**src/design/conv_loop_pkg.sv**
```systemverilog
package conv_loop_pkg;

	////////////////////////////////////////////////////////////
	// Stream sizes
	////////////////////////////////////////////////////////////

	// Pixel sample width
	localparam int DATA_WIDTH = 16;

	// Channel slots, also the number of delay taps
	localparam int CHANNELS = 4;

	// Samples per row slot, also the depth of each delay line
	localparam int ROW_LEN = 8;

	// Real pixels at the start of a slot, the rest is padding
	localparam int ACTIVE_LEN = 6;

	// Derived counter widths
	localparam int COL_W = $clog2(ROW_LEN);
	localparam int CHAN_W = $clog2(CHANNELS);

	////////////////////////////////////////////////////////////
	// Sample record
	////////////////////////////////////////////////////////////

	// One sample as it moves down the delay chain.
	// Bubbles keep valid low and travel with the data.
	typedef struct packed {
		// Sample present on this cycle
		logic valid;
		// Column below ACTIVE_LEN
		logic active;
		// Position within the row slot
		logic [COL_W-1:0] col;
		// Pixel value
		logic [DATA_WIDTH-1:0] data;
	} pixel_t;

	////////////////////////////////////////////////////////////
	// Channel selector FSM
	////////////////////////////////////////////////////////////

	typedef enum logic {
		// Waiting for a valid sample on tap 0
		SEL_IDLE = 1'b0,
		// Walking slot by slot across the taps
		SEL_SCAN = 1'b1
	} sel_state_t;

endpackage

```
**src/design/pixel_framer.sv**
```systemverilog
`timescale 1ns/100ps

module pixel_framer (
	input  logic                                clk,
	input  logic                                reset,
	input  logic                                valid_in,
	input  logic [conv_loop_pkg::DATA_WIDTH-1:0] pxl_in,
	output conv_loop_pkg::pixel_t               pix
);

	// Column of the next valid sample
	logic [conv_loop_pkg::COL_W-1:0] col_cnt;
	logic                            col_last;

	// Registered sample fields
	logic                                 pix_valid;
	logic                                 pix_active;
	logic [conv_loop_pkg::COL_W-1:0]      pix_col;
	logic [conv_loop_pkg::DATA_WIDTH-1:0] pix_data;

	assign col_last = (col_cnt == conv_loop_pkg::COL_W'(conv_loop_pkg::ROW_LEN - 1));

	////////////////////////////////////////////////////////////
	// Column counter
	////////////////////////////////////////////////////////////

	// Only valid samples move the counter, gaps hold it
	always_ff @(posedge clk) begin
		if (reset) begin
			col_cnt <= '0;
		end else if (valid_in) begin
			if (col_last) begin
				col_cnt <= '0;
			end else begin
				col_cnt <= col_cnt + 1'b1;
			end
		end
	end

	////////////////////////////////////////////////////////////
	// Sample register
	////////////////////////////////////////////////////////////

	always_ff @(posedge clk) begin
		if (reset) begin
			pix_valid  <= 1'b0;
			pix_active <= 1'b0;
		end else begin
			pix_valid  <= valid_in;
			// Padding columns stay inactive
			pix_active <= valid_in && (int'(col_cnt) < conv_loop_pkg::ACTIVE_LEN);
		end
	end

	// Payload follows the valid strobe
	always_ff @(posedge clk) begin
		pix_col  <= col_cnt;
		pix_data <= pxl_in;
	end

	always_comb begin
		pix.valid  = pix_valid;
		pix.active = pix_active;
		pix.col    = pix_col;
		pix.data   = pix_data;
	end

endmodule

```
**src/design/line_buffer.sv**
```systemverilog
`timescale 1ns/100ps

module line_buffer #(
	parameter int DEPTH = 8
) (
	input  logic                  clk,
	input  logic                  reset,
	input  conv_loop_pkg::pixel_t din,
	output conv_loop_pkg::pixel_t dout
);

	// Pointer needs at least one bit even for a single entry
	localparam int PTR_W = (DEPTH > 1) ? $clog2(DEPTH) : 1;

	// Sample storage and its separate valid flags
	conv_loop_pkg::pixel_t mem [DEPTH];
	logic [DEPTH-1:0]      vld;

	// Oldest entry, also the slot written this cycle
	logic [PTR_W-1:0] ptr;
	logic             ptr_last;

	assign ptr_last = (ptr == PTR_W'(DEPTH - 1));

	////////////////////////////////////////////////////////////
	// Circular pointer
	////////////////////////////////////////////////////////////

	// Steps every clock, bubbles included
	always_ff @(posedge clk) begin
		if (reset) begin
			ptr <= '0;
		end else if (ptr_last) begin
			ptr <= '0;
		end else begin
			ptr <= ptr + 1'b1;
		end
	end

	////////////////////////////////////////////////////////////
	// Read oldest, write newest in its place
	////////////////////////////////////////////////////////////

	// Valid flags cleared on reset so old contents come out as bubbles
	always_ff @(posedge clk) begin
		if (reset) begin
			vld <= '0;
		end else begin
			vld[ptr] <= din.valid;
		end
	end

	always_ff @(posedge clk) begin
		mem[ptr] <= din;
	end

	// Oldest entry leaves before it is overwritten on this edge
	always_comb begin
		dout       = mem[ptr];
		dout.valid = vld[ptr];
	end

endmodule

```
**src/design/channel_selector.sv**
```systemverilog
`timescale 1ns/100ps

module channel_selector (
	input  logic                                                clk,
	input  logic                                                reset,
	input  conv_loop_pkg::pixel_t [conv_loop_pkg::CHANNELS-1:0] taps,
	output logic [conv_loop_pkg::DATA_WIDTH-1:0]                pxl_out,
	output logic                                                valid_out,
	output logic [conv_loop_pkg::CHAN_W-1:0]                    chan_out
);

	conv_loop_pkg::sel_state_t state;

	// Tap being drained and position inside its slot
	logic [conv_loop_pkg::CHAN_W-1:0] chan;
	logic [conv_loop_pkg::COL_W-1:0]  col_cnt;

	// Counter values after taking one sample
	logic [conv_loop_pkg::CHAN_W-1:0] chan_nxt;
	logic [conv_loop_pkg::COL_W-1:0]  col_nxt;
	logic                             slot_end;
	logic                             chan_last;

	// Sample seen this cycle
	conv_loop_pkg::pixel_t cur;

	////////////////////////////////////////////////////////////
	// Tap select and counter stepping
	////////////////////////////////////////////////////////////

	// Channel sits at 0 while idle so only tap 0 is watched
	assign cur = taps[chan];

	assign slot_end  = (col_cnt == conv_loop_pkg::COL_W'(conv_loop_pkg::ROW_LEN - 1));
	assign chan_last = (chan == conv_loop_pkg::CHAN_W'(conv_loop_pkg::CHANNELS - 1));

	// Move to the next tap after a full row slot
	always_comb begin
		chan_nxt = chan;
		col_nxt  = col_cnt + 1'b1;
		if (slot_end) begin
			col_nxt = '0;
			if (chan_last) begin
				chan_nxt = '0;
			end else begin
				chan_nxt = chan + 1'b1;
			end
		end
	end

	////////////////////////////////////////////////////////////
	// FSM
	////////////////////////////////////////////////////////////

	always_ff @(posedge clk) begin
		if (reset) begin
			state   <= conv_loop_pkg::SEL_IDLE;
			chan    <= '0;
			col_cnt <= '0;
		end else begin
			case (state)
				conv_loop_pkg::SEL_IDLE: begin
					// First sample of a burst is consumed right away
					if (cur.valid) begin
						state   <= conv_loop_pkg::SEL_SCAN;
						chan    <= chan_nxt;
						col_cnt <= col_nxt;
					end
				end
				conv_loop_pkg::SEL_SCAN: begin
					if (cur.valid) begin
						chan    <= chan_nxt;
						col_cnt <= col_nxt;
					end else begin
						// Bubble on the current tap ends the burst
						state   <= conv_loop_pkg::SEL_IDLE;
						chan    <= '0;
						col_cnt <= '0;
					end
				end
				default: begin
					state   <= conv_loop_pkg::SEL_IDLE;
					chan    <= '0;
					col_cnt <= '0;
				end
			endcase
		end
	end

	////////////////////////////////////////////////////////////
	// Output register
	////////////////////////////////////////////////////////////

	// Padding and bubbles come out as zero with valid_out low
	always_ff @(posedge clk) begin
		if (reset) begin
			valid_out <= 1'b0;
			pxl_out   <= '0;
			chan_out  <= '0;
		end else begin
			chan_out <= chan;
			if (cur.valid && cur.active) begin
				valid_out <= 1'b1;
				pxl_out   <= cur.data;
			end else begin
				valid_out <= 1'b0;
				pxl_out   <= '0;
			end
		end
	end

endmodule

```
**src/design/conv_loop_data_in.sv**
```systemverilog
`timescale 1ns/100ps

module conv_loop_data_in (
	input  logic                                 clk,
	input  logic                                 reset,
	input  logic                                 valid_in,
	input  logic [conv_loop_pkg::DATA_WIDTH-1:0] pxl_in,
	output logic [conv_loop_pkg::DATA_WIDTH-1:0] pxl_out,
	output logic                                 valid_out,
	output logic [conv_loop_pkg::CHAN_W-1:0]     chan_out
);

	// Tap k lags tap 0 by k row slots
	wire conv_loop_pkg::pixel_t [conv_loop_pkg::CHANNELS-1:0] taps;

	////////////////////////////////////////////////////////////
	// Input framing
	////////////////////////////////////////////////////////////

	// Drives tap 0
	pixel_framer i_pixel_framer (
		.clk     (clk),
		.reset   (reset),
		.valid_in(valid_in),
		.pxl_in  (pxl_in),
		.pix     (taps[0])
	);

	////////////////////////////////////////////////////////////
	// Delay chain
	////////////////////////////////////////////////////////////

	// One row slot of delay per stage
	for (genvar k = 0; k < conv_loop_pkg::CHANNELS - 1; k++) begin : g_delay
		line_buffer #(
			.DEPTH(conv_loop_pkg::ROW_LEN)
		) i_line_buffer (
			.clk  (clk),
			.reset(reset),
			.din  (taps[k]),
			.dout (taps[k+1])
		);
	end

	////////////////////////////////////////////////////////////
	// Tap selection
	////////////////////////////////////////////////////////////

	channel_selector i_channel_selector (
		.clk      (clk),
		.reset    (reset),
		.taps     (taps),
		.pxl_out  (pxl_out),
		.valid_out(valid_out),
		.chan_out (chan_out)
	);

endmodule

```
**config.mk**
```make
export PLATFORM = sky130hd
export DESIGN_NAME = conv_loop_data_in
export DESIGN_NICKNAME = d
export VERILOG_FILES = /design/src/design/conv_loop_pkg.sv /design/src/design/pixel_framer.sv /design/src/design/line_buffer.sv /design/src/design/channel_selector.sv /design/src/design/conv_loop_data_in.sv
export SDC_FILE = /design/constraint.sdc
export NUM_CORES = 1
export LEC_CHECK = 0
export BUFFER_PORTS_ARGS = -buffer_cell sky130_fd_sc_hd__buf_4
export CAP_MARGIN = 10
export CORE_AREA = 2 2 207 209
export DETAILED_ROUTE_END_ITERATION = 10
export DIE_AREA = 0 0 209 211
export HOLD_SLACK_MARGIN = 0.05
export PLACE_DENSITY = 0.7
export SKIP_LAST_GASP = 1
export SLEW_MARGIN = 10
export SYNTH_ARGS = -nofsm -noshare
export SYNTH_HDL_FRONTEND = slang
export SYNTH_SLANG_ARGS = --single-unit
export TNS_END_PERCENT = 30
```
**constraint.sdc**
```tcl
create_clock -name clk -period 5.2 [get_ports clk]
set_clock_uncertainty 0.15 [all_clocks]
set_input_delay 0.78 -clock clk [delete_from_list [all_inputs] [get_ports clk]]
set_output_delay 0.78 -clock clk [all_outputs]
set_load 0.02 [all_outputs]
```
==> results.sh <==
export IMPL_yosysTopAreaCellShare_pct=65.57
export IMPL_cts_htree_levels=2
export IMPL_grt_ovfl_total=0
export IMPL_grt_pass1_vias=10030
export IMPL_post_route_period_util_pct=66.36
export IMPL_critPathCaptureType="flop"
export IMPL_p_per_area_mw_per_mm2=419.1
export IMPL_fillers=3292
export IMPL_ant_nets=0
export IMPL_gp_congestion=0.8028
export IMPL_netlist_area_mm2=0.01869
export IMPL_share_seq_of_total_power_pct=53.1
export IMPL_synth_top_flop_cell="edfxtp_1"
export IMPL_min_period_ns=3.451
export IMPL_yosysWarnings=0
export IMPL_hold_class="input pin to flop"
export IMPL_nets=1145
export IMPL_total_power_uw=8875
export IMPL_dr_pass1_iters=7
export IMPL_max_freq_mhz=289.8
export IMPL_rsz0062_at_grt="false"
export IMPL_dr_total_vias=9969
export IMPL_cts_tree="built"
export IMPL_die_h_um=211
export IMPL_cp_required_ns=5.52
export IMPL_maxSlewViolCount=0
export IMPL_syn_to_final_growth_pct=13.34
export IMPL_numPortBuffers=37
export IMPL_multi_input_area_mm2=0.004616
export IMPL_synth_avg_cell_area_um2=17.74
export IMPL_antenna_found_initial=0
export IMPL_yosysTopAreaCell="edfxtp_1"
export IMPL_grt_pass1_wl_um=63540
export IMPL_worstPathMaxFanout=27
export IMPL_start_kind="flop"
export IMPL_dieArea_mm2=0.04410
export IMPL_wl_per_cell_um=24.80
export IMPL_cts_buffer_depth=3
export IMPL_drcViolationCount=0
export IMPL_cts_made_buffers=46
export IMPL_core_mm2=0.04176
export IMPL_track_usage_pct=19.38
export IMPL_ys_types=52
export IMPL_whs_ns=0.1798
export IMPL_r2r_slack_ns=1.75
export IMPL_tightest_slew_ns=1.182
export IMPL_p_sw_uw=2100
export IMPL_post_cts_buffers=0
export IMPL_synthTopCellsByArea="edfxtp_1 (66%), dfxtp_1 (8.5%), mux4_2 (6.9%), mux2_2 (2.7%), mux2i_1 (2.3%)"
export IMPL_combPwrFrac_pct=10.2
export IMPL_path_clk_slew_ns=0.07
export IMPL_synthesis_nets=1083
export IMPL_diodes=0
export IMPL_outcome="complete, no violations"
export IMPL_drt_total_wl_um=41930
export IMPL_p_int_uw=6775
export IMPL_worstSetupPathType="flop to flop"
export IMPL_dp_hpwl_um=26250
export IMPL_die_w_um=209
export IMPL_ys_seq_elements=487
export IMPL_irDropWorstVdd_mv=0.2591
export IMPL_num_io_pins=38
export IMPL_max_slew_margin_pct=20.37
export IMPL_grt_max_degree=48
export IMPL_setup_viol=0
export IMPL_hold_buffers=0
export IMPL_synth_edf_count=408
export IMPL_cts_root_buf="clkbuf_16"
export IMPL_clkPwrFrac_pct=36.6
export IMPL_post_drt_via_cell_ratio=5.895
export IMPL_drtIter0Drc=1086
export IMPL_ctsResizeCount=0
export IMPL_cts_sinks=487
export IMPL_synthArstFlopShare_pct=0
export IMPL_drive_gt1_share_pct=24.13
export IMPL_fin_setup_tns_ns=0
export IMPL_drv_cap=0
export IMPL_arrival_ns=3.77
export IMPL_final_hold_viol_count=0
export IMPL_p_leak_uw=0.006920
export IMPL_yosysSeqAreaShare_pct=74.03
export IMPL_rows=75
export IMPL_synth_cells=1053
export IMPL_switching_share_pct=23.67
export IMPL_seqCellArea_mm2=0.01384
export IMPL_start_util_pct=44.75
export IMPL_worstSkewPairLatency_ns=0.56
[power groups by stage]
stage | Clock, µW | Sequential (µW) | Combinational [µW]
after global routing | 3450 | 4740 | 975
after detailed placement | 0 | 4800 | 906
after CTS | 3300 | 4720 | 910
final | 3250 | 4720 | 907
after global placement | 0 | 4790 | 886
after floorplan | 0 | 4730 | 594
[sequential cells by signal, indices dropped and copies added (netlist names)]
register,flops
g_delay.i_line_buffer.mem,408
g_delay.i_line_buffer.ptr,9
g_delay.i_line_buffer.vld,24
i_channel_selector.chan,2
i_channel_selector.chan_out,2
i_channel_selector.col_cnt,3
i_channel_selector.pxl_out,16
i_channel_selector.state,1
i_channel_selector.valid_out,1
i_pixel_framer.col_cnt,3
i_pixel_framer.pix_active,1
i_pixel_framer.pix_data,16
i_pixel_framer.pix_valid,1
[metal layers]
metal	part of all wire [%]	vias up	GRT usage [%]
met2	47	381	30.13
li1	-	4370	-
met5	0	-	0
met1	43	5149	27.52
met3	7.3	69	3.895
met4	2.9	0	6.601
[metrics by stage]
stage / instance area [µm²] / utilization [%] / setup WS (ns) / instances
6_report: 21180 / 50.71 / 1.749 / 1691
5_1_grt: 21180 / 50.71 / 1.526 / 1691
4_1_cts: 21180 / 50.71 / 1.782 / 1691
3_5_place_dp: 19700 / 47.19 / 1.822 / 1606
3_3_place_gp: 19700 / 47.17 / 1.572 / 1606
2_1_floorplan: 18690 / - / 1.664 / 1053
[final timing paths]
kind | from | to | depth (start not counted)
setup reg to reg | g_delay[2].i_line_buffer.ptr[1] | i_channel_selector.pxl_out[0] | 6
hold reg to reg | g_delay[2].i_line_buffer.ptr[0] | g_delay[2].i_line_buffer.ptr[0] | 1
setup / recovery | g_delay[2].i_line_buffer.ptr[1] | i_channel_selector.pxl_out[0] | 6
hold / removal | pxl_in[2] | i_pixel_framer.pix_data[2] | 1
[cell type report]
class                   count  share of cell area [%]
well taps                 539                   3.184
repair buffers             73                   2.588
clock inverters            26                   1.099
inverters                   6                  0.1063
multi-input cells         501                   21.79
flip-flops and latches    487                   65.37
clock buffers              59                   5.861
[cell usage in the layout, fill, tap and decap left out, types with 4 or more instances in the layout]
cell        count
dfxtp_1        71
mux2_2         45
a221o_1        16
o2bb2ai_1       4
clkinv_4        4
and2_1         23
nand3b_1        4
o221ai_1        5
o22ai_1         7
a21boi_0        4
nor2_2          6
nand2b_1        6
ha_1           11
nor2b_1        18
clkinv_2       10
nand3_1         5
clkinvlp_4      5
clkbuf_1       10
a221oi_1       23
inv_1           4
nor3b_1         6
dfxtp_2         8
mux2i_1        43
nor3_2          6
a22o_1          6
edfxtp_1      408
nand2_1        22
clkbuf_16      47
o21ai_0         7
nor2_1         59
mux4_2         57
and3_1          5
clkinv_1        5
a211oi_1       21
o211ai_1        8
a21oi_1        23
a22oi_1        28
buf_4          73
[kinds of logic (layout without fill, tap and decap cells)]
group / count (synthesis) / after routing / synth area share, %
AO/OA/AOI/OAI: 168 / 168 / 6.884
flip-flops: 487 / 487 / 74.03
AND/OR/NAND/NOR: 176 / 176 / 4.748
adder cells (fa/ha/maj): 11 / 11 / 0.7366
buffers and inverters: 65 / 164 / 1.640
multiplexers: 146 / 146 / 11.96
[synthesized netlist by cell type, drive strengths merged (11+ instances only)]
library cell / count
a221oi: 23
a21oi: 23
nand2: 22
mux2i: 44
mux2: 45
edfxtp: 408
nor2: 65
and2: 24
clkbuf: 19
a22oi: 28
a211oi: 23
nor2b: 21
mux4: 57
buf: 40
ha: 11
dfxtp: 79
a221o: 16
[worst max-delay path, cell delays in order (launching register included)]
cell and delay (ns):
dfxtp_2 0.78, nor2b_1 0.40, a221oi_1 0.15, o211ai_1 0.34, a31oi_1 0.40, a211oi_4 0.89
a21boi_0 0.26
No activity file was read; power rests on OpenSTA's default activity.
